$ cat src/common/wb_stage_params.svh
// writeback stage parameters
`ifndef WB_STAGE_PARAMS_SVH
`define WB_STAGE_PARAMS_SVH

// datapath and storage sizes
`define WB_XLEN       32
`define WB_NUM_GPR    8
`define WB_GPR_IDX_W  3
`define WB_MEM_WORDS  256

// flag bit positions in the 32-bit flags register
`define WB_FLAG_OF    11
`define WB_FLAG_DF    10
`define WB_FLAG_SF    7
`define WB_FLAG_ZF    6
`define WB_FLAG_AF    4
`define WB_FLAG_PF    2
`define WB_FLAG_CF    0

`endif
$ cat src/writeback/repne_count_logic.sv
// REPNE counter and termination
`include "wb_stage_params.svh"

module repne_count_logic (
   input  logic                CLK,
   input  logic                rst_n,
   input  logic                count_load,
   input  logic [`WB_XLEN-1:0] load_value,
   input  logic                count_dec,
   input  logic                commit_zf,
   output logic [`WB_XLEN-1:0] count,
   output logic                rep_done
);

   logic [`WB_XLEN-1:0] count_nxt;

   assign count_nxt = count - 1'b1;

   always_ff @(posedge CLK or negedge rst_n) begin
      if (!rst_n) begin
         count    <= '0;
         rep_done <= 1'b0;
      end else begin
         // stop on zero count or a match
         rep_done <= count_dec && ((count_nxt == '0) || commit_zf);
         if (count_load) begin
            count <= load_value;
         end else if (count_dec) begin
            count <= count_nxt;
         end
      end
   end

endmodule

$ cat config.mk
export PLATFORM = sky130hd
export DESIGN_NAME = repne_count_logic
export DESIGN_NICKNAME = d
export VERILOG_FILES = /design/src/writeback/repne_count_logic.sv
export VERILOG_INCLUDE_DIRS = /design/src /design/src/common
export SDC_FILE = /design/constraint.sdc
export NUM_CORES = 1
export LEC_CHECK = 0
export BUFFER_PORTS_ARGS = -buffer_cell sky130_fd_sc_hd__buf_4
export CAP_MARGIN = 20
export CORE_UTILIZATION = 50
export CTS_CLUSTER_DIAMETER = 60
export CTS_CLUSTER_SIZE = 20
export DETAILED_ROUTE_END_ITERATION = 10
export PLACE_DENSITY = 0.86
export SLEW_MARGIN = 20
export SYNTH_ARGS = -nofsm -noshare
export SYNTH_HDL_FRONTEND = slang
export SYNTH_SLANG_ARGS = --single-unit
$ cat constraint.sdc
create_clock -name CLK -period 4.9 [get_ports CLK]
set_input_delay 0.735 -clock CLK [delete_from_list [all_inputs] [get_ports CLK]]
set_output_delay 0.735 -clock CLK [all_outputs]
set_load 0.01 [all_outputs]
==> results.sh <==
export IMPL_status="finished, final reports clean"
export IMPL_clock_sinks=33
export IMPL_synth_area_sq_um=2130
export IMPL_clockPowerShare_pct=33.4
export IMPL_drive_gt1_share_pct=27.0
export IMPL_synth_cell_types=35
export IMPL_crit_path_end_kind="register"
export IMPL_grt_overflow=0
export IMPL_drtIter0Drc=124
export IMPL_ys_warn_count=0
export IMPL_fmax_mhz=346
export IMPL_intPower_uw=557
export IMPL_maxCapViolations=0
export IMPL_met3_usage_pct=6.42
export IMPL_synth_top_area_share_pct=38.8
export IMPL_routed_wl_microns=5260
export IMPL_switching_power_uw=235
export IMPL_drc=0
export IMPL_worstMarginPinSlew_ps=1120
export IMPL_startpoint_type="register"
export IMPL_grt_antenna_before_repair=0
export IMPL_cts_buffer_depth=2
export IMPL_area_delta_synth_final_pct=30.1
export IMPL_clockRootBuffer="clkbuf_8"
export IMPL_whs_ps=369
export IMPL_coreArea_sq_um=4030
export IMPL_routedWlPerCell_microns=14.3
export IMPL_initial_core_util_pct=52.8
export IMPL_netSwitchingFraction_pct=29.7
export IMPL_grt_first_pass_wirelength_microns=8600
export IMPL_htree_levels=2
export IMPL_grt_max_degree=65
export IMPL_required_ps=5060
export IMPL_dpl_cell_area_sq_um=2650
export IMPL_async_flop_share_pct=100
export IMPL_grt_setup_unrepaired="false"
export IMPL_dpl_hpwl_microns=3870
export IMPL_antennaDiodeCount=0
export IMPL_grtUsageMet1_pct=32.2
export IMPL_seq_area_frac_synth_pct=38.8
export IMPL_ir_drop_v=0.000193
export IMPL_final_hold_viol_count=0
export IMPL_die_h_microns=67.2
export IMPL_std_cell_rows=23
export IMPL_ctsHoldBuffers=0
export IMPL_vias_per_cell=5.61
export IMPL_cts_resized=0
export IMPL_ys_flop_type="dfrtp_1"
export IMPL_pwr_share_comb_pct=22.4
export IMPL_clock_latency_ps=290
export IMPL_synth_cells=257
export IMPL_power_density_nw_per_um2=286
export IMPL_firstDrtPassIters=4
export IMPL_finalMaxSlewViolations=0
export IMPL_portBuffers=69
export IMPL_cts_made_buffers=5
export IMPL_globalRouteTotalUtil_pct=25.5
export IMPL_die_w_microns=67.2
export IMPL_synth_area_top_cells="dfrtp_1, xnor2_1, nand2_1, o21ai_0, xor2_1"
export IMPL_critPathKind="register to register"
export IMPL_worstHoldPathType="input port to async pin"
export IMPL_syn_num_nets=296
export IMPL_slew_headroom_pct=25.1
export IMPL_synth_most_common_cell="nand2_1"
export IMPL_seqPwrFrac_pct=44.1
export IMPL_period_share_pct=58.9
export IMPL_clkSlewWorstSetupHoldPaths_ps=70
export IMPL_gp_congestion=0.867
export IMPL_yosys_top_cells_count="nand2_1, dfrtp_1, o21ai_0"
export IMPL_top_usage_layer="met2"
export IMPL_finalSetupTns_ps=0
export IMPL_final_area_sq_um=2770
export IMPL_synth_edf_count=0
export IMPL_finalClockSkew_ps=10.9
export IMPL_leakage_uw=0.00115
export IMPL_dieArea_sq_um=4520
export IMPL_min_period_ps=2890
export IMPL_via_count=2066
export IMPL_cp_max_fo=11
export IMPL_num_io_pins=70
export IMPL_grt_pass1_vias=1881
export IMPL_layout_nets=356
export IMPL_arrival_ps=3040
export IMPL_synth_area_leader_cell="dfrtp_1"
export IMPL_finalSetupViolCount=0
export IMPL_postCtsSetupBuffers=0
export IMPL_gr_usage_met2_pct=41.4
export IMPL_ant_nets=0
export IMPL_ys_ff_latch=33
export IMPL_synth_area_per_cell_sq_um=8.27
export IMPL_cts_tree="yes"
## final cells by class
cell class,count,area [sq um]
tap,50,62.6
clock inverter,1,30.0
timing repair buffer,70,526
multi-input combinational,202,1220
clock buffer,7,86.3
sequential,33,826
inverter,5,18.8
fill,336,1260
## cell families (layout without fill, tap and decap cells)
family | count (synthesis) | count (layout) | share of synthesized area [%]
compound gates | 43 | 43 | 11.1
buf+inv | 22 | 83 | 3.88
flops | 33 | 33 | 38.8
fa+ha+maj | 2 | 2 | 1.18
simple gates | 121 | 121 | 30.2
xor+xnor | 36 | 36 | 14.8
## metrics by stage
step,power (uW),instances,util (%),setup slack (ps)
2_1_floorplan,439,257,-,2360
3_3_place_gp,525,360,65.8,2240
3_5_place_dp,531,360,65.8,2020
4_1_cts,798,368,68.7,2040
5_1_grt,836,368,68.7,1840
6_report,792,368,68.7,2010
## routing by layer
metal  vias to the layer above  wire length [microns]
met2                        71                   2580
met4                         0                     76
met3                        10                    306
met5                         -                      0
met1                       961                   2300
li1                       1024                      -
## power by group through the flow
| stage | clock, uW | combinational (uW) | sequential (uW) |
|---|---|---|---|
| after global placement | 0 | 174 | 351 |
| after floorplan | 0 | 93.5 | 346 |
| after detailed placement | 0 | 178 | 352 |
| after global routing | 285 | 197 | 354 |
| after CTS | 271 | 179 | 348 |
| final | 265 | 178 | 350 |
## worst max-delay path: stages, from the launching register on
cell and delay, ps:
dfrtp_1 460, inv_1 110, ha_1 220, nor3b_1 920, nand4_1 460, nor4_1 350, xnor2_1 150, o21ai_0 80
## registers in the layout, summed over array words and instances (netlist names)
signal	cells
count	32
rep_done	1
## path summary, 6_finish.rpt
kind / end / start / depth (start not counted) / slack, ps
max: count[26]$_DFFE_PN0P_ / count[0]$_DFFE_PN0P_ / 7 / 2010
min: count[21]$_DFFE_PN0P_ / rst_n / 1 / 370
max reg2reg: count[26]$_DFFE_PN0P_ / count[0]$_DFFE_PN0P_ / 7 / 2010
min reg2reg: count[23]$_DFFE_PN0P_ / count[23]$_DFFE_PN0P_ / 2 / 610
max in group asynchronous: count[28]$_DFFE_PN0P_ / rst_n / 1 / 4220
min in group CLK: count[23]$_DFFE_PN0P_ / count[23]$_DFFE_PN0P_ / 2 / 610
## placed cells by master, fill, tap and decap left out, types with 3 or more instances in the layout
master and instances:
nor3_1 10, xor2_1 11, or3_1 4, o21ai_1 4, or4_4 3, nor2_1 21, clkbuf_8 6, nand2_1 42
xnor2_1 25, nand4_1 6, nor4_1 12, inv_1 5, o21ai_0 31, dfrtp_1 33, buf_4 70, nand3_1 8
(Power assumes the default switching activity.)
