==> src/common/wb_stage_params.svh <==
// writeback stage parameters
`ifndef WB_STAGE_PARAMS_SVH
`define WB_STAGE_PARAMS_SVH

// datapath and storage sizes
`define WB_XLEN       32
`define WB_NUM_GPR    8
`define WB_GPR_IDX_W  3
`define WB_MEM_WORDS  256

// flag bit positions in the 32-bit flags register
`define WB_FLAG_OF    11
`define WB_FLAG_DF    10
`define WB_FLAG_SF    7
`define WB_FLAG_ZF    6
`define WB_FLAG_AF    4
`define WB_FLAG_PF    2
`define WB_FLAG_CF    0

`endif
==> src/writeback/flags_wb.sv <==
// masked flags register
`include "wb_stage_params.svh"

module flags_wb (
   input  logic                CLK,
   input  logic                rst_n,
   input  logic                flags_we,
   input  logic [`WB_XLEN-1:0] new_flags,
   input  logic [6:0]          flags_affected,
   output logic [`WB_XLEN-1:0] flags
);

   logic [`WB_XLEN-1:0] upd_mask;

   // spread the 7-bit mask onto the flag positions
   always_comb begin
      upd_mask               = '0;
      upd_mask[`WB_FLAG_OF]  = flags_affected[6];
      upd_mask[`WB_FLAG_DF]  = flags_affected[5];
      upd_mask[`WB_FLAG_SF]  = flags_affected[4];
      upd_mask[`WB_FLAG_ZF]  = flags_affected[3];
      upd_mask[`WB_FLAG_AF]  = flags_affected[2];
      upd_mask[`WB_FLAG_PF]  = flags_affected[1];
      upd_mask[`WB_FLAG_CF]  = flags_affected[0];
   end

   always_ff @(posedge CLK or negedge rst_n) begin
      if (!rst_n) begin
         flags <= '0;
      end else if (flags_we) begin
         flags <= (flags & ~upd_mask) | (new_flags & upd_mask);
      end
   end

endmodule

==> config.mk <==
export PLATFORM = sky130hd
export DESIGN_NAME = flags_wb
export DESIGN_NICKNAME = d
export VERILOG_FILES = /design/src/writeback/flags_wb.sv
export VERILOG_INCLUDE_DIRS = /design/src /design/src/common
export SDC_FILE = /design/constraint.sdc
export NUM_CORES = 1
export LEC_CHECK = 0
export BUFFER_PORTS_ARGS = -buffer_cell sky130_fd_sc_hd__buf_2
export CORE_MARGIN = 4
export CORE_UTILIZATION = 26
export DETAILED_ROUTE_END_ITERATION = 16
export PLACE_DENSITY = 0.74
export SYNTH_ARGS = -nofsm -noshare
export SYNTH_HDL_FRONTEND = slang
export SYNTH_SLANG_ARGS = --single-unit
==> constraint.sdc <==
create_clock -name CLK -period 0.8 [get_ports CLK]
set_input_delay 0.16 -clock CLK [delete_from_list [all_inputs] [get_ports CLK]]
set_output_delay 0.16 -clock CLK [all_outputs]
set_load 0.01 [all_outputs]
==> results list <==
- Result of the run: complete, but fails checks
- Failing checks: setup timing
- Counting I/O delays and the setup requirement, the final critical path takes 921 ps.
- In the global route stage, overall resource usage came out at 0.0662.
- Register area: between 150 and 200 um2
- TritonCTS sink count: 7
* FP Rows: 15
- Delay of the slowest critical-path stage: approximately 370 ps
- In this run the number of H-tree levels came out at 1.
* Starting density of the core: 0.282
- # fillers: 191
- The first global-routing pass estimated 1.18 mm of wire.
- The worst setup path is of the reg -> out kind.
* Most common cell after layout, fill and taps aside: sky130_fd_sc_hd__conb_1
- In the final layout, the multi-input gates occupy 225 um2.
- Portion of the post-synthesis area used by sequential elements: 0.352
* Clk Latency, worst-skew pair: between 200 and 300 ps
- Switch share: 0.281
- The largest individual stage delay along the critical path comes from the cell sky130_fd_sc_hd__dfrtp_1.
- The internal portion of the total power is 0.791 mW.
- In this run the worst hold path is classified as in -> reg.
- Total power for the finished layout comes to around 1.1 mW.
- The average instance in the mapped netlist occupies between 10 and 15 um2.
* Yosys warning total: 0
- DRC errors left: 0
- Along the worst path, the maximum fanout reaches 2.
- The die covers 2680 um2.
* Cell area after placement: 547 um2
* Count of cells resized by post-cts repair: 0
* Final net count: 123
- M3 GR Usage: 0.0201
* Number of port buffers: 23
* Antenna violations before repair: 0
- Required @ worst endpoint: 640 ps
- Power spread over the standard cell area amounts to 1750 nW/um2.
- Diode count: 0
- Final setup violating endpoints: 13
- Clock tree synthesis inserted a total of 3 buffers.
- Dominant cell type by area after synthesis: sky130_fd_sc_hd__buf_4
- Die width: 51.8 um
* Sum of negative setup slack: -1150 ps
- Maximum clock skew at final layout: 0 ps
- In this run the standard cell core region covers 1760 um2.
- Detailed routing inserted a total of 330 vias.
- Summed over all nets, the half-perimeter wirelength after detailed placement is 799 um.
- Broken down by cell family, the worst path's largest delay share belongs to flip-flops.
- The library cells used most frequently in the layout, excluding fill and tap cells, are 25 x sky130_fd_sc_hd__conb_1, 23 x sky130_fd_sc_hd__buf_2, 7 x sky130_fd_sc_hd__nand2_1, 7 x sky130_fd_sc_hd__mux2_4, 7 x sky130_fd_sc_hd__dfrtp_1.
- Worst-case vdd ir drop: around 0.0006 V
- Combinational Power Share: 0.320
* Avg WL per Cell: between 9 and 10 um
- Cell leakage power: 0.380 nW
* Pins over their slew limit: 0
- # placed instances: 94
- Together, buffers and inverters on the worst path number 1.
- In this run the vertical extent of the chip is around 52 um.
- The worst setup path is captured at an output port.
- The finished cells cover 628 um2.
- Share of Yosys cell area claimed by the top area cell type: 0.377
- Max Fclk: around 1.1 GHz
* Portion of the clock cycle consumed by the worst path in the final layout: 1.15
- Clock group share of total power: 0.288
- CTS clock-pin slew for the worst setup and hold paths: about 50 ps
* Core utilization of the finished layout: 0.356
- The total count of hold-check failures in the final report was 0.
* Root Buffer Master: sky130_fd_sc_hd__clkbuf_4
- Using the TritonRoute via totals, the vias-per-cell ratio works out to 3.14.
- Busiest grt layer: met2
- Final Instance Count excl. Fillers: 105
* Routability congestion estimate: 0.678
* GR Util met2: 0.110
* Number of instances in the synthesized netlist: 47
* Total Routed Length: 954 um
- The clock passes through at most 2 buffers.
- Share of layout cells above drive strength 1: 0.488
- Area delta synth->final: 26.1%
- In the global route stage, met1 resource usage came out at 0.0633.
* Minimum setup slack in the final design: -121 ps
- Clock tree from TritonCTS: built
- The share of total power dissipated in sequential elements is 0.391.
* Number of distinct library cells after synthesis: 5
- Entering global routing, the biggest net connects 8 pins.
- Remaining Overflow, GRT: 0
- Max-cap violations in this run came to 0.
- Summed over all nets, the switching power comes to ~0.31 mW.
- The worst setup path is launched from a register.
* Arrival time of data at the critical path endpoint: between 700 and 800 ps
- Total of flip-flops plus latches after synthesis: 7
- The detail route stage leaves a number of antenna-violating nets equal to 0.
* Drt first pass iters: 1
- RSZ-0062 raised after global routing: true
- After synthesis, the cell types taking the most area are sky130_fd_sc_hd__buf_4 38%, sky130_fd_sc_hd__dfrtp_1 35%, sky130_fd_sc_hd__mux2_4 21%.
- Ports: 74
- The via count of the first global-routing pass is about 290.
- Cells along the critical path: buf_2
- After synthesis the cells add up to 498 um2.
- The detailed router finished its first iteration with 0 violations.
## path summary, 6_finish.rpt
path / start / end / slack [ps] / cells past startpoint
setup / recovery: register / flags[2] / -120 / 1
hold / removal: new_flags[4] / register / 140 / 2
setup reg to reg: register / register / -60 / 2
hold reg to reg: register / register / 510 / 1
max in group asynchronous: rst_n / async pin / 360 / 2
min in group asynchronous: rst_n / async pin / 280 / 2
## per-stage QoR
stage               worst slack, ps  hold WS [ps]
finish                         -121           139
global route                   -166           132
CTS                            -139           127
detailed placement            -38.3          2.42
global placement              -28.9          4.70
floorplan                      30.6          -136
## logic make-up (layout without fill, tap and decap cells)
| family | after synthesis | count (layout) | synth area share |
|---|---|---|---|
| buf+inv | 25 | 34 | 0.377 |
| simple gates | 7 | 7 | 0.0528 |
| mux | 7 | 7 | 0.211 |
| other cells | 1 | 25 | 0.00753 |
| flops | 7 | 7 | 0.352 |
## power by group through the flow
| stage | Clock [mW] | Sequential (mW) | Combinational [mW] |
|---|---|---|---|
| floorplan | 0 | 0.465 | 0.234 |
| global placement | 0 | 0.439 | 0.281 |
| detailed placement | 0 | 0.441 | 0.284 |
| CTS | 0.340 | 0.431 | 0.345 |
| global route | 0.357 | 0.436 | 0.385 |
| finish | 0.317 | 0.431 | 0.352 |
## area by class of cell
| cell class | count | area share |
|---|---|---|
| multi-input cells | 39 | 0.359 |
| flip-flops and latches | 7 | 0.279 |
| repair buffers | 30 | 0.271 |
| well taps | 25 | 0.0498 |
| clock buffers | 4 | 0.0418 |
## Yosys cell counts
| library cell | count |
|---|---|
| sky130_fd_sc_hd__mux2_4 | 7 |
| sky130_fd_sc_hd__buf_4 | 25 |
| sky130_fd_sc_hd__dfrtp_1 | 7 |
| sky130_fd_sc_hd__nand2_1 | 7 |
| sky130_fd_sc_hd__conb_1 | 1 |
## per-layer routing
metal	vias to the layer above	share of wire
met2	18	0.59
met3	0	0.11
met5	-	0
li1	163	-
met1	149	0.30
met4	0	0
## what timing repair did
| item | CTS | global route |
|---|---|---|
| hold endpoints to repair | 7 | 0 |
| hold buffers | 1 | 0 |
| buffers inserted | 5 | 1 |
| endpoints found under the setup margin | 7 | 12 |
No activity file was read; power rests on OpenSTA's default activity.
