--- src/common/wb_stage_params.svh ---
// writeback stage parameters
`ifndef WB_STAGE_PARAMS_SVH
`define WB_STAGE_PARAMS_SVH

// datapath and storage sizes
`define WB_XLEN       32
`define WB_NUM_GPR    8
`define WB_GPR_IDX_W  3
`define WB_MEM_WORDS  256

// flag bit positions in the 32-bit flags register
`define WB_FLAG_OF    11
`define WB_FLAG_DF    10
`define WB_FLAG_SF    7
`define WB_FLAG_ZF    6
`define WB_FLAG_AF    4
`define WB_FLAG_PF    2
`define WB_FLAG_CF    0

`endif
--- src/common/wb_stage_pkg.sv ---
// writeback stage types
`include "wb_stage_params.svh"

package wb_stage_pkg;

   // micro-op kinds seen by writeback
   typedef enum logic [2:0] {
      UOP_ALU,
      UOP_STORE,
      UOP_CMPS_FIRST,
      UOP_CMPS_SECOND,
      UOP_REP_START
   } uop_kind_t;

   // operand size, pointer step 1/2/4
   typedef enum logic [1:0] {
      SIZE_BYTE,
      SIZE_WORD,
      SIZE_DWORD
   } data_size_t;

   // store master states
   typedef enum logic {
      WBM_IDLE,
      WBM_WAIT_ACK
   } wbm_state_t;

   typedef struct packed {
      uop_kind_t                kind;
      data_size_t               datasize;
      logic [`WB_GPR_IDX_W-1:0] dr1;
      logic [`WB_GPR_IDX_W-1:0] dr2;
      logic [`WB_GPR_IDX_W-1:0] dr3;
      logic                     ld_gpr1;
      logic                     ld_gpr2;
      logic                     ld_gpr3;
      logic                     ld_flags;
      logic [`WB_XLEN-1:0]      alu_result;
      logic [`WB_XLEN-1:0]      pointer;
      logic [`WB_XLEN-1:0]      count;
      logic [`WB_XLEN-1:0]      address;
      logic [`WB_XLEN-1:0]      new_flags;
      // OF, DF, SF, ZF, AF, PF, CF from msb down
      logic [6:0]               flags_affected;
   } wb_uop_t;

   typedef struct packed {
      logic                     en;
      logic [`WB_GPR_IDX_W-1:0] idx;
      logic [`WB_XLEN-1:0]      data;
   } gpr_wr_t;

   // wishbone classic
   typedef struct packed {
      logic                cyc;
      logic                stb;
      logic                we;
      logic [`WB_XLEN-1:0] adr;
      logic [`WB_XLEN-1:0] dat;
      logic [3:0]          sel;
   } wbm_req_t;

   typedef struct packed {
      logic                ack;
      logic [`WB_XLEN-1:0] dat;
   } wbm_rsp_t;

endpackage

--- src/writeback/writeback.sv ---
// writeback stage control and steering
`include "wb_stage_params.svh"

module writeback (
   input  logic                   CLK,
   input  logic                   rst_n,
   input  logic                   uop_v,
   input  wb_stage_pkg::wb_uop_t  uop,
   output logic                   uop_ready,
   input  logic [`WB_XLEN-1:0]    cur_flags,
   input  logic [`WB_XLEN-1:0]    cur_count,
   output wb_stage_pkg::gpr_wr_t  gpr1,
   output wb_stage_pkg::gpr_wr_t  gpr2,
   output wb_stage_pkg::gpr_wr_t  gpr3,
   output logic                   flags_we,
   output logic                   count_load,
   output logic                   count_dec,
   output wb_stage_pkg::wbm_req_t wbm_req,
   input  wb_stage_pkg::wbm_rsp_t wbm_rsp
);

   wb_stage_pkg::wbm_state_t state;
   wb_stage_pkg::wbm_state_t state_nxt;
   logic                     store_req;
   logic                     accept;
   logic                     is_cmps1;
   logic                     is_cmps2;
   logic [`WB_XLEN-1:0]      step;
   logic [`WB_XLEN-1:0]      adv_ptr;
   logic [`WB_XLEN-1:0]      temp_ptr;
   logic [4:0]               lane_shift;

   assign store_req = uop_v && (uop.kind == wb_stage_pkg::UOP_STORE);
   assign is_cmps1  = uop.kind == wb_stage_pkg::UOP_CMPS_FIRST;
   assign is_cmps2  = uop.kind == wb_stage_pkg::UOP_CMPS_SECOND;

   // a store is held until the slave acks it
   assign uop_ready = !store_req || (state == wb_stage_pkg::WBM_WAIT_ACK && wbm_rsp.ack);
   assign accept    = uop_v && uop_ready;

   always_comb begin
      state_nxt = state;
      case (state)
         wb_stage_pkg::WBM_IDLE:     if (store_req) state_nxt = wb_stage_pkg::WBM_WAIT_ACK;
         wb_stage_pkg::WBM_WAIT_ACK: if (wbm_rsp.ack) state_nxt = wb_stage_pkg::WBM_IDLE;
         default:                    state_nxt = wb_stage_pkg::WBM_IDLE;
      endcase
   end

   always_ff @(posedge CLK or negedge rst_n) begin
      if (!rst_n) begin
         state <= wb_stage_pkg::WBM_IDLE;
      end else begin
         state <= state_nxt;
      end
   end

   // byte lanes follow datasize and the low address bits
   always_comb begin
      wbm_req.cyc = (state == wb_stage_pkg::WBM_WAIT_ACK) || store_req;
      wbm_req.stb = wbm_req.cyc;
      wbm_req.we  = 1'b1;
      wbm_req.adr = uop.address;
      case (uop.datasize)
         wb_stage_pkg::SIZE_BYTE: begin
            lane_shift  = {uop.address[1:0], 3'b000};
            wbm_req.sel = 4'b0001 << uop.address[1:0];
         end
         wb_stage_pkg::SIZE_WORD: begin
            lane_shift  = {uop.address[1], 4'b0000};
            wbm_req.sel = 4'b0011 << {uop.address[1], 1'b0};
         end
         default: begin
            lane_shift  = 5'd0;
            wbm_req.sel = 4'b1111;
         end
      endcase
      wbm_req.dat = uop.alu_result << lane_shift;
   end

   // cmps pointer advance, DF set walks down
   always_comb begin
      case (uop.datasize)
         wb_stage_pkg::SIZE_BYTE: step = `WB_XLEN'd1;
         wb_stage_pkg::SIZE_WORD: step = `WB_XLEN'd2;
         default:                 step = `WB_XLEN'd4;
      endcase
      adv_ptr = cur_flags[`WB_FLAG_DF] ? uop.pointer - step : uop.pointer + step;
   end

   // first cmps pointer waits here for the second uop
   always_ff @(posedge CLK or negedge rst_n) begin
      if (!rst_n) begin
         temp_ptr <= '0;
      end else if (accept && is_cmps1) begin
         temp_ptr <= adv_ptr;
      end
   end

   always_comb begin
      gpr1.en   = accept && uop.ld_gpr1 && !is_cmps1;
      gpr1.idx  = uop.dr1;
      gpr1.data = is_cmps2 ? temp_ptr : uop.alu_result;
      gpr2.en   = accept && uop.ld_gpr2 && !is_cmps1;
      gpr2.idx  = uop.dr2;
      gpr2.data = adv_ptr;
      gpr3.en   = accept && uop.ld_gpr3 && !is_cmps1;
      gpr3.idx  = uop.dr3;
      gpr3.data = cur_count - 1'b1;
   end

   assign flags_we   = accept && uop.ld_flags;
   assign count_load = accept && (uop.kind == wb_stage_pkg::UOP_REP_START);
   assign count_dec  = accept && is_cmps2;

endmodule

--- config.mk ---
export PLATFORM = sky130hd
export DESIGN_NAME = writeback
export DESIGN_NICKNAME = d
export VERILOG_FILES = /design/src/common/wb_stage_pkg.sv /design/src/writeback/writeback.sv
export VERILOG_INCLUDE_DIRS = /design/src /design/src/common
export SDC_FILE = /design/constraint.sdc
export NUM_CORES = 1
export LEC_CHECK = 0
export BUFFER_PORTS_ARGS = -buffer_cell sky130_fd_sc_hd__buf_2
export CORE_AREA = 2 2 184 186
export CTS_CLUSTER_DIAMETER = 60
export DETAILED_ROUTE_END_ITERATION = 10
export DIE_AREA = 0 0 186 188
export PLACE_DENSITY = 0.47
export RECOVER_POWER = 100
export SYNTH_ARGS = -nofsm -noshare
export SYNTH_HDL_FRONTEND = slang
export SYNTH_SLANG_ARGS = --single-unit
--- constraint.sdc ---
create_clock -name CLK -period 3.55 [get_ports CLK]
set_input_delay 0.355 -clock CLK [delete_from_list [all_inputs] [get_ports CLK]]
set_output_delay 0.355 -clock CLK [all_outputs]
set_load 0.05 [all_outputs]
==> run_results.csv <==
group,metric,value,unit
clock_network,tritoncts,"done",
routing,vias_per_cell,4.12,
logic_synthesis,synth-seq-area-share,0.165,
power_and_ir_drop,p_comb_frac,0.646,
die,ios,468,
routing,drtIter0Drc,224,
timing,drv_slew,34,
hold_path,holdPathEnd,"state",
clock_network,clkLatencyLatePin,0.29,ns
power_and_ir_drop,total_power,0.00294,W
logic_synthesis,synthMuxAreaShare,0.157,
logic_synthesis,synth_top_family_by_area,"simple AND/OR/NAND/NOR gates",
logic_synthesis,synth_largest_area_cell,"dfrtp_1",
clock_network,h-tree-depth,2,
die,die_h,188,µm
logic_synthesis,synth-seq-cells,33,
cells_and_area,area_delta_synth_final,47.5,%
routing,drc_errors,0,
setup_path,reg2reg_from,"temp_ptr[20]",
cells_and_area,drive_gt1_frac,0.407,
timing,finalCritPeriodShare,0.987,
clock_network,cts-root-buf,"clkbuf_16",
die,start_util,0.151,
grt,grt_pass1_vias,5482,
hold_path,min_from,"wbm_rsp[32]",
cells_and_area,fillers,3698,
routing,drt-pass1-iter-count,4,
logic_synthesis,syn_area_per_cell,7.87,µm²
logic_synthesis,synth_top_area_share,0.165,
cells_and_area,design_area,7380,µm²
cells_and_area,num-nets-final,1213,
routing,route.final.wire_length,24000,µm
timing,finClkSkew,0,ns
clock_network,clockBufferDepth,2,
cells_and_area,seq_area,826,µm²
logic_synthesis,yosysWarningCount,0,
logic_synthesis,synth_edf_count,0,
logic_synthesis,ys.flop_type,"dfrtp_1",
logic_synthesis,synth.top_cells.by_area,"dfrtp_1 17%, mux2_2 14%, ha_1 8.5%, buf_4 6.5%, nand2_1 6.0%",
logic_synthesis,syn_nets,956,
logic_synthesis,synth_commonest_cells,"80 x nand2_1, 60 x mux2_2, 49 x a21oi_1, 43 x buf_4",
setup_path,reg2reg_setup_slack,2.75,ns
routing,ant_nets,0,
setup_path,path_class,"input pin to output pin",
setup_path,crit_required,3.19,ns
grt,track_usage,0.132,
grt,grt_max_degree,42,
grt,grt_pass1_wl,33800,µm
power_and_ir_drop,power_density,398,nW/µm²
timing,setup_viol,0,
logic_synthesis,synth-simple-area-share,0.218,
power_and_ir_drop,peakVddDrop,203,µV
setup_path,worst_r2r_endpoint,"temp_ptr[20]",
setup_path,r2r_cells,1,
logic_synthesis,yosysUniqueCellTypes,58,
routing,wire_per_inst,17.9,µm
logic_synthesis,synth_adder_area_share,0.0890,
hold_path,holdPathStages,2,
logic_synthesis,synthCells,636,
setup_path,startpoint_type,"input pin",
power_and_ir_drop,p_seq_frac,0.198,
die,rows,67,
logic_synthesis,synthXorXnorAreaFrac,0.101,
power_and_ir_drop,intPower,0.00141,W
place,place_congestion,0.844,
grt,grt-ovfl-total,0,
cells_and_area,multi_input_area,3930,µm²
die,die_area,35000,µm²
run,drv_cap,1,
timing,tightestPinTransition,2.13,ns
power_and_ir_drop,p_clk_frac,0.156,
die,design.core.area,33100,µm²
logic_synthesis,async_reset_ff_frac,1.00,
run_status,violations,"max-capacitance violations, max-slew violations",
run_status,status,"finished with violations",
timing,max_slew_margin,-0.422,
logic_synthesis,syn_area,5000,µm²
setup_path,cp.arrival,3.15,ns
logic_synthesis,yosysMostFrequentCell,"nand2_1",
timing,finalCriticalPeriod,3.51,ns
setup_path,crit_fanout,3,
cells_and_area,antennaDiodeCount,0,
logic_synthesis,synth-compound-area-share,0.171,
clock_network,clock-sinks,33,
die,die_width,186,µm
place,port_buffers,254,
routing,vias,5528,
timing,fmax,285,MHz
timing,hold_viol,0,
place,dp_hpwl,20500,µm
power_and_ir_drop,switching_share,0.519,
power_and_ir_drop,leakage,3.28,nW
grt,antenna_found_initial,1,
setup_path,endpoint_kind,"output pin",
place,placed_area,7140,µm²
power_and_ir_drop,switching_power,0.00153,W
hold_path,hold_path.class,"input pin to register",
timing,grt_setup_unrepaired,"yes",
clock_network,cts_made_buffers,5,
clock_network,clk_pin_slew_worst_paths,0.06,ns
==> worst max path at each step <==
stage	from	slack (ns)	to	cells past startpoint
2_1_floorplan	uop[180]	-0.13	gpr2[28]	12
3_3_place_gp	uop[180]	-0.55	gpr2[28]	14
3_5_place_dp	uop[180]	-0.59	gpr2[28]	14
4_1_cts	uop[180]	0.001	gpr2[20]	15
5_1_grt	uop[180]	-0.05	gpr2[28]	15
6_report	uop[180]	0.04	gpr2[28]	15
==> per-layer routing <==
| metal | track usage | wire length [µm] | vias to the layer above |
|---|---|---|---|
| li1 | - | - | 2739 |
| met1 | 0.151 | 9720 | 2565 |
| met2 | 0.248 | 12400 | 197 |
| met3 | 0.0227 | 1470 | 27 |
| met4 | 0.0363 | 420 | 0 |
| met5 | 0 | 0 | - |
==> cells in the final DEF, fill, tap and decap left out, types with 13 or more instances in the layout <==
cell type / synthesis / layout
buf_2: 1 / 171
a21oi_1: 49 / 45
clkbuf_1: 25 / 70
buf_4: 43 / 63
mux2_2: 60 / 58
xor2_1: 29 / 26
o21ai_0: 33 / 28
xnor2_1: 29 / 23
inv_1: 15 / 13
dfrtp_1: 33 / 33
nand2_1: 80 / 80
nor2_1: 34 / 30
ha_1: 34 / 33
==> layout make-up <==
| type | count | area share |
|---|---|---|
| multi-input combinational | 516 | 0.533 |
| timing repair buffer | 322 | 0.252 |
| sequential | 33 | 0.112 |
| tap | 448 | 0.0760 |
| clock buffer | 5 | 0.0170 |
| inverter | 15 | 0.00763 |
| clock inverter | 3 | 0.00237 |
==> per-stage QoR <==
| stage | hold slack [ns] | std cells | util | setup TNS, ns | setup slack, ns |
|---|---|---|---|---|---|
| after CTS | 0.216 | 1341 | 0.223 | 0 | 0.00101 |
| after global routing | 0.272 | 1342 | 0.223 | -0.0549 | -0.0549 |
| after floorplan | 0.0594 | 636 | - | -0.492 | -0.128 |
| final | 0.252 | 1342 | 0.223 | 0 | 0.0446 |
| after global placement | 0.477 | 1333 | 0.215 | -4.70 | -0.546 |
| after detailed placement | 0.491 | 1333 | 0.215 | -4.75 | -0.592 |
==> repair_timing <==
action | CTS | global route
setup endpoints to repair | 17 | 17
pin swaps | 7 | 10
buffers inserted | 0 | 1
hold buffers | 0 | 0
gates resized for setup | 32 | 22
==> power groups by stage <==
stage                     combinational (W)  sequential, W  clock (W)
after floorplan                     0.00138       0.000554          0
after CTS                           0.00192       0.000585   0.000482
after global routing                0.00203       0.000601   0.000490
final                               0.00190       0.000583   0.000458
after global placement              0.00187       0.000588          0
after detailed placement            0.00187       0.000593          0
==> registers in the layout, summed over array words and instances, names as in the netlist <==
name	count
temp_ptr	32
state	1
==> worst max-delay path, cell delays in order <==
cell	delay, ns
buf_8	0.08
nor2b_4	0.15
inv_2	0.06
ha_4	0.20
mux2_4	0.29
fa_2	0.40
nand2b_4	0.16
a21oi_4	0.14
o21ai_2	0.09
o31a_1	0.37
nor4_4	0.28
buf_4	0.18
nor2_4	0.05
xnor2_4	0.15
buf_6	0.18
==> logic make-up after synthesis <==
family	count (synthesis)
fa+ha+maj	35
compound gates	137
xor+xnor	58
buf+inv	87
mux	71
other cells	1
flops	33
simple gates	214
Power figures use the tool's default switching activity.
