### config.mk
export PLATFORM = sky130hd
export DESIGN_NAME = gpr_file
export DESIGN_NICKNAME = d
export VERILOG_FILES = /design/src/common/wb_stage_pkg.sv /design/src/gpr_file.sv
export VERILOG_INCLUDE_DIRS = /design/src /design/src/common
export SDC_FILE = /design/constraint.sdc
export NUM_CORES = 1
export LEC_CHECK = 0
export BUFFER_PORTS_ARGS = -buffer_cell sky130_fd_sc_hd__buf_2
export CORE_MARGIN = 8
export CORE_UTILIZATION = 45
export CTS_CLUSTER_SIZE = 30
export DETAILED_ROUTE_END_ITERATION = 8
export PLACE_DENSITY = 0.66
export SLEW_MARGIN = 20
export SYNTH_ARGS = -nofsm -noshare
export SYNTH_HDL_FRONTEND = slang
export SYNTH_SLANG_ARGS = --single-unit
### constraint.sdc
create_clock -name CLK -period 2.61 [get_ports CLK]
set_input_delay 0.522 -clock CLK [delete_from_list [all_inputs] [get_ports CLK]]
set_output_delay 0.522 -clock CLK [all_outputs]
set_load 0.01 [all_outputs]
### src/common/wb_stage_params.svh
// writeback stage parameters
`ifndef WB_STAGE_PARAMS_SVH
`define WB_STAGE_PARAMS_SVH

// datapath and storage sizes
`define WB_XLEN       32
`define WB_NUM_GPR    8
`define WB_GPR_IDX_W  3
`define WB_MEM_WORDS  256

// flag bit positions in the 32-bit flags register
`define WB_FLAG_OF    11
`define WB_FLAG_DF    10
`define WB_FLAG_SF    7
`define WB_FLAG_ZF    6
`define WB_FLAG_AF    4
`define WB_FLAG_PF    2
`define WB_FLAG_CF    0

`endif
### src/common/wb_stage_pkg.sv
// writeback stage types
`include "wb_stage_params.svh"

package wb_stage_pkg;

   // micro-op kinds seen by writeback
   typedef enum logic [2:0] {
      UOP_ALU,
      UOP_STORE,
      UOP_CMPS_FIRST,
      UOP_CMPS_SECOND,
      UOP_REP_START
   } uop_kind_t;

   // operand size, pointer step 1/2/4
   typedef enum logic [1:0] {
      SIZE_BYTE,
      SIZE_WORD,
      SIZE_DWORD
   } data_size_t;

   // store master states
   typedef enum logic {
      WBM_IDLE,
      WBM_WAIT_ACK
   } wbm_state_t;

   typedef struct packed {
      uop_kind_t                kind;
      data_size_t               datasize;
      logic [`WB_GPR_IDX_W-1:0] dr1;
      logic [`WB_GPR_IDX_W-1:0] dr2;
      logic [`WB_GPR_IDX_W-1:0] dr3;
      logic                     ld_gpr1;
      logic                     ld_gpr2;
      logic                     ld_gpr3;
      logic                     ld_flags;
      logic [`WB_XLEN-1:0]      alu_result;
      logic [`WB_XLEN-1:0]      pointer;
      logic [`WB_XLEN-1:0]      count;
      logic [`WB_XLEN-1:0]      address;
      logic [`WB_XLEN-1:0]      new_flags;
      // OF, DF, SF, ZF, AF, PF, CF from msb down
      logic [6:0]               flags_affected;
   } wb_uop_t;

   typedef struct packed {
      logic                     en;
      logic [`WB_GPR_IDX_W-1:0] idx;
      logic [`WB_XLEN-1:0]      data;
   } gpr_wr_t;

   // wishbone classic
   typedef struct packed {
      logic                cyc;
      logic                stb;
      logic                we;
      logic [`WB_XLEN-1:0] adr;
      logic [`WB_XLEN-1:0] dat;
      logic [3:0]          sel;
   } wbm_req_t;

   typedef struct packed {
      logic                ack;
      logic [`WB_XLEN-1:0] dat;
   } wbm_rsp_t;

endpackage

### src/gpr_file.sv
// general register file
`include "wb_stage_params.svh"

module gpr_file (
   input  logic                     CLK,
   input  logic                     rst_n,
   input  wb_stage_pkg::gpr_wr_t    wr1,
   input  wb_stage_pkg::gpr_wr_t    wr2,
   input  wb_stage_pkg::gpr_wr_t    wr3,
   input  logic [`WB_GPR_IDX_W-1:0] dbg_idx,
   output logic [`WB_XLEN-1:0]      dbg_data
);

   logic [`WB_XLEN-1:0] regs [`WB_NUM_GPR];

   // later port overrides earlier one on the same index
   always_ff @(posedge CLK or negedge rst_n) begin
      if (!rst_n) begin
         for (int i = 0; i < `WB_NUM_GPR; i++) begin
            regs[i] <= '0;
         end
      end else begin
         if (wr1.en) begin
            regs[wr1.idx] <= wr1.data;
         end
         if (wr2.en) begin
            regs[wr2.idx] <= wr2.data;
         end
         if (wr3.en) begin
            regs[wr3.idx] <= wr3.data;
         end
      end
   end

   assign dbg_data = regs[dbg_idx];

endmodule

==> results.json, run 1 <==
{
  "synth.net_count": 1801,
  "status": "completed",
  "fp.coreArea_um2": 36400,
  "synth_top_area_share_pct": 38.6,
  "ys_types": 24,
  "cts.sinks": 256,
  "grt_util_met3_pct": 8.42,
  "crit_path_start_kind": "register",
  "grt.total_usage_pct": 27.6,
  "gp_congestion": 0.848,
  "avgViaCountPerCell": 6.82,
  "chipHeight_um": 208,
  "max-vdd-ir-drop_mv": 0.495,
  "final_area_um2": 18700,
  "reg.largest.list": "regs x256",
  "grt_use_met2_pct": 41.1,
  "ys_seq_area_share_pct": 38.6,
  "met1_usage_pct": 37.0,
  "max_slew.worst_pin.slew_ns": 1.15,
  "cpPeakStageDelay_ns": 0.46,
  "antenna_found_initial": 8,
  "wl_mm": 62.1,
  "worst_slack_ns": 0.197,
  "crit_arrival_ns": 1.89,
  "drv_slew": 0,
  "num_rows": 70,
  "die_area_um2": 43300,
  "synth.top_cells.by_area": "dfrtp_1 39%, mux2i_1 15%, a211oi_1 10%, mux4_2 8.7%, nor3_1 7.7%",
  "layout.area.seq_um2": 6410,
  "multi_input_area_um2": 9190,
  "cts_buffers": 30,
  "num_vias": 14800,
  "crit_path_max_fanout": 2,
  "nets": 1774,
  "boundaryPins": 145,
  "first_pass_iters": 7,
  "drc_errors": 0,
  "whs_ns": 0.299,
  "slew-limit-headroom_pct": 23.7,
  "wl_per_cell_um": 28.7,
  "yosysWarningCount": 0,
  "largest_register_ffs": 256,
  "grt_max_degree": 97,
  "clkSlewWorstSetupHoldPaths_ns": 0.06,
  "leakage_nw": 7.68,
  "dp_slack_ns": 0.197,
  "hpwl_mm": 36.4,
  "rsz0062_at_grt": "no",
  "first_global_vias": 14800,
  "die_x_um": 208,
  "fin_crit_ns": 2.41,
  "port_buffers": 144,
  "ctsResizeCount": 0,
  "ys_ff_latch": 256,
  "post_cts_buffers": 0,
  "fin_crit_sh_pct": 92.5,
  "cts_tree": "done",
  "htreeDepth": 1,
  "finalSetupViolations": 0,
  "area_delta_synth_final_pct": 12.8,
  "avgSynthCellArea_um2": 9.83,
  "grt.overflow.total": 0,
  "postSynthCellCount": 1688,
  "grt_pass1_wl_mm": 93.8,
  "postRouteAntennaNets": 0,
  "hold_viol_final": 0,
  "cap_violations": 0,
  "cts_buffer_depth": 3,
  "synth_area_leader_cell": "dfrtp_1",
  "cp-end-kind": "output pin",
  "syn-cell-area_um2": 16600,
  "drt_iter0_markers": 1951,
  "hp-class": "in -> reg",
  "clock_skew_ns": 0,
  "powerDensity_nw_per_um2": 696,
  "start_util_pct": 45.5,
  "tns_ns": 0,
  "final_layout_size_suffix_gt1_share_pct": 24.2,
  "postPlaceCellArea_um2": 17700,
  "crit_type": "reg -> out",
  "worstPathRequired_ns": 2.09,
  "cts-root-buf": "clkbuf_16",
  "top_register": "regs",
  "critPathSlowestCell": "mux4_2",
  "insertion_delay_ns": 0.55,
  "fillers": 3234,
  "hold_buffers": 1,
  "cp_cell_sequence": "mux4_2, mux2_2, buf_2",
  "mostFrequentLayoutCells": "256 x mux2i_1, 256 x nor3_1, 256 x nor2_1, 256 x dfrtp_1, 226 x a211oi_1",
  "grt_busiest_layer": "met2",
  "max_freq_ghz": 0.414
}
==> metrics by stage <==
step	util (%)	power, mW	std cells
2_1_floorplan	-	7.52	1688
5_1_grt	51.3	13.5	2157
4_1_cts	51.3	13.0	2152
3_5_place_dp	48.5	8.59	2096
6_report	51.4	13.0	2162
3_3_place_gp	48.5	8.48	2096
==> final timing paths <==
kind                            from      endpoint  slack [ns]  cells past startpoint
max                         regs[31]  dbg_data[31]        0.20                      3
min reg2reg                regs[105]     regs[105]        0.62                      2
min                           wr3[7]      regs[71]        0.30                      3
max reg2reg                regs[223]     regs[223]        1.76                      2
min in group asynchronous      rst_n      regs[89]        0.37                      2
max in group asynchronous      rst_n      regs[59]        1.47                      3
==> per-layer routing <==
metal  vias up  routed length, um
li1       6145                  -
met1      7357              24800
met2      1040              27400
met3       211               7350
met4         2               2530
met5         -                 13
==> critical path: cells and delay by family, from the launching register on <==
| family | cells | cell delay, ns |
|---|---|---|
| multiplexers | 2 | 0.78 |
| flip-flops | 1 | 0.38 |
| buffers and inverters | 1 | 0.16 |
==> report_power, final <==
part | total (mW) | switching (mW) | leakage (nW) | internal, mW
sequential | 5.42 | 0.551 | 2.85 | 4.86
combinational | 3.18 | 1.56 | 4.32 | 1.62
clock | 4.42 | 1.76 | 0.504 | 2.66
==> cells by family (layout without fill, tap and decap cells) <==
kind of cell | count (synthesis) | count (layout) | share of synthesized area (%)
AOI/OAI and AO/OA | 256 | 256 | 12.5
buffers and inverters | 272 | 268 | 6.82
DFF | 256 | 256 | 38.6
muxes | 352 | 352 | 26.3
other | 0 | 10 | 0
and+or+nand+nor | 552 | 552 | 15.8
==> layout make-up <==
| class | count | area share [%] |
|---|---|---|
| flip-flops and latches | 256 | 34.2 |
| well taps | 468 | 3.13 |
| repair buffers | 213 | 7.92 |
| diodes | 10 | 0.134 |
| clock inverters | 9 | 0.655 |
| clock buffers | 46 | 4.82 |
| multi-input cells | 1160 | 49.1 |
==> synthesized netlist by cell type <==
cell type    n
nor4b_4      1
buf_6        4
nor4b_2      1
nand4b_1     9
clkbuf_1   170
and4b_1      3
and2_4       1
buf_1       35
nor3_1     256
nand4_1      3
buf_4        1
or4b_1       2
mux2_2      32
nand4bb_1    6
buf_2       62
mux4_2      64
nor4bb_1     6
and2_1       7
a211oi_1   226
mux2i_1    256
and4_1       1
a211oi_2    30
nor2_1     256
dfrtp_1    256
Power figures use the tool's default switching activity.
==> run 2: changes to the inputs <==
- PLACE_DENSITY: 0.66 -> 0.68
- SLEW_MARGIN: 20 -> default
- clock period: 2.61 -> 2.2 ns (I/O delays scaled with it)
==> run 2 against run 1 <==
Net effect:
- the run now ends with negative setup slack left
- clock skew is the same
- clock power grew 16%
- total power grew 22%
- design area grew 3.2%
- critical path depth is the same
- sequential power grew 19%
- non-clock buffer count grew 37
==> results.json, run 2 (synthesized netlist as in run 1, its figures left out) <==
{
  "status": "finished, violations left",
  "violations": "negative setup slack",
  "num_rows": 70,
  "cts_buffers": 30,
  "final_layout_size_suffix_gt1_share_pct": 26.0,
  "fillers": 3173,
  "grt.total_usage_pct": 28.1,
  "start_util_pct": 45.5,
  "chipHeight_um": 208,
  "reg.largest.list": "regs x256",
  "wl_mm": 62.9,
  "mostFrequentLayoutCells": "256 x mux2i_1, 256 x nor3_1, 256 x nor2_1, 256 x dfrtp_1, 226 x a211oi_1",
  "critPathSlowestCell": "mux4_2",
  "rsz0062_at_grt": "yes",
  "antenna_found_initial": 2,
  "hold_start": "wr3[18]",
  "r2r_cells": 4,
  "cp-end-kind": "output pin",
  "worst_slack_ns": -0.128,
  "fin_crit_sh_pct": 106,
  "largest_register_ffs": 256,
  "postRouteAntennaNets": 0,
  "crit_path_start_kind": "register",
  "gp_congestion": 0.841,
  "finalPower_mw": 15.9,
  "num_vias": 15000,
  "grt.overflow.total": 0,
  "hpwl_mm": 36.4,
  "cts_tree": "done",
  "r2r-start": "regs[85]",
  "dp_cells": 2101,
  "r2r_end": "regs[85]",
  "clkSlewWorstSetupHoldPaths_ns": 0.06,
  "fin_crit_ns": 2.33,
  "min_to": "regs[178]",
  "hold_viol_final": 0,
  "hold_path_depth": 3,
  "fin_cells": 2192,
  "first_pass_iters": 5,
  "boundaryPins": 145,
  "insertion_delay_ns": 0.56,
  "htreeDepth": 1,
  "port_buffers": 144,
  "die_area_um2": 43300,
  "top_register": "regs",
  "avgViaCountPerCell": 6.85,
  "worstPathRequired_ns": 1.76,
  "clock_skew_ns": 0,
  "drc_errors": 0,
  "cpPeakStageDelay_ns": 0.48,
  "cts.sinks": 256,
  "finalSetupViolations": 32,
  "crit_path_max_fanout": 2,
  "grt_max_degree": 60,
  "fp.coreArea_um2": 36400,
  "cts_buffer_depth": 3,
  "cp_cell_sequence": "mux4_2, mux2_4, buf_6",
  "grt_pass1_wl_mm": 95.7,
  "slew-limit-headroom_pct": 25.4,
  "wl_per_cell_um": 28.7,
  "die_x_um": 208,
  "rrSetupSlack_ns": 1.14,
  "leakage_nw": 8.07,
  "powerDensity_nw_per_um2": 825,
  "max_freq_ghz": 0.430,
  "first_global_vias": 15300,
  "max_slew.worst_pin.slew_ns": 1.12,
  "drt_iter0_markers": 1862,
  "cts-root-buf": "clkbuf_16",
  "nets": 1811,
  "area_delta_synth_final_pct": 16.4,
  "drv_slew": 0,
  "crit_type": "reg -> out",
  "cap_violations": 0,
  "crit_arrival_ns": 1.89,
  "max-vdd-ir-drop_mv": 0.615,
  "hp-class": "in -> reg"
}
run 2: worst max-delay path by stage:
stage	start	end	slack, ns	depth (start not counted)
after global routing	regs[142]	dbg_data[14]	-0.17	3
after CTS	regs[145]	dbg_data[17]	-0.13	3
final	regs[188]	dbg_data[28]	-0.13	3
after global placement	dbg_idx[0]	dbg_data[2]	-0.04	5
after floorplan	dbg_idx[0]	dbg_data[0]	-0.02	4
after detailed placement	dbg_idx[0]	dbg_data[21]	-0.07	5
run 2: layout make-up:
cell class                 count  area (um2)  area share, %
multi-input combinational   1160        9290           48.1
sequential                   256        6410           33.2
timing repair buffer         250        2030           10.5
clock buffer                  43         881           4.56
tap                          468         586           3.03
clock inverter                12         120          0.622
antenna                        3        7.51         0.0389
run 2: report_power, final:
group	leakage, nW	switching (mW)	total [mW]	internal, mW
Sequential	2.85	0.670	6.44	5.77
Clock	0.502	2.13	5.14	3.01
Combinational	4.71	1.99	4.36	2.38
run 2: worst max-delay path: cells and delay by family (launching register included):
| family | cells | cell delay, ns |
|---|---|---|
| flip-flops | 1 | 0.43 |
| buffers and inverters | 1 | 0.12 |
| multiplexers | 2 | 0.77 |
run 2: per-layer routing:
layer / up-vias / wire (um) / GRT usage (%)
met3: 224 / 7190 / 6.31
met1: 7451 / 24600 / 36.9
li1: 6231 / - / -
met5: - / 0 / 0
met4: 0 / 3120 / 13.9
met2: 1104 / 28100 / 43.3
run 2: through the flow:
step | area (um2) | hold WS (ns) | worst slack [ns] | setup TNS, ns | utilization [%]
2_1_floorplan | 16600 | 0.144 | -0.0214 | -0.682 | -
3_3_place_gp | 17800 | 0.442 | -0.0408 | -0.211 | 48.8
3_5_place_dp | 17800 | 0.443 | -0.0662 | -0.548 | 48.8
4_1_cts | 19200 | 0.195 | -0.130 | -3.07 | 52.6
5_1_grt | 19300 | 0.204 | -0.166 | -3.82 | 53.0
6_report | 19300 | 0.216 | -0.128 | -2.83 | 53.0
run 2: repair_timing:
| item | 4_1_cts | 5_1_grt |
|---|---|---|
| hold buffers | 1 | 0 |
| endpoints found under the setup margin | 32 | 32 |
| hold endpoints to repair | 49 | 0 |
| gates resized for setup | 60 | 4 |
| buffers inserted | 13 | 19 |
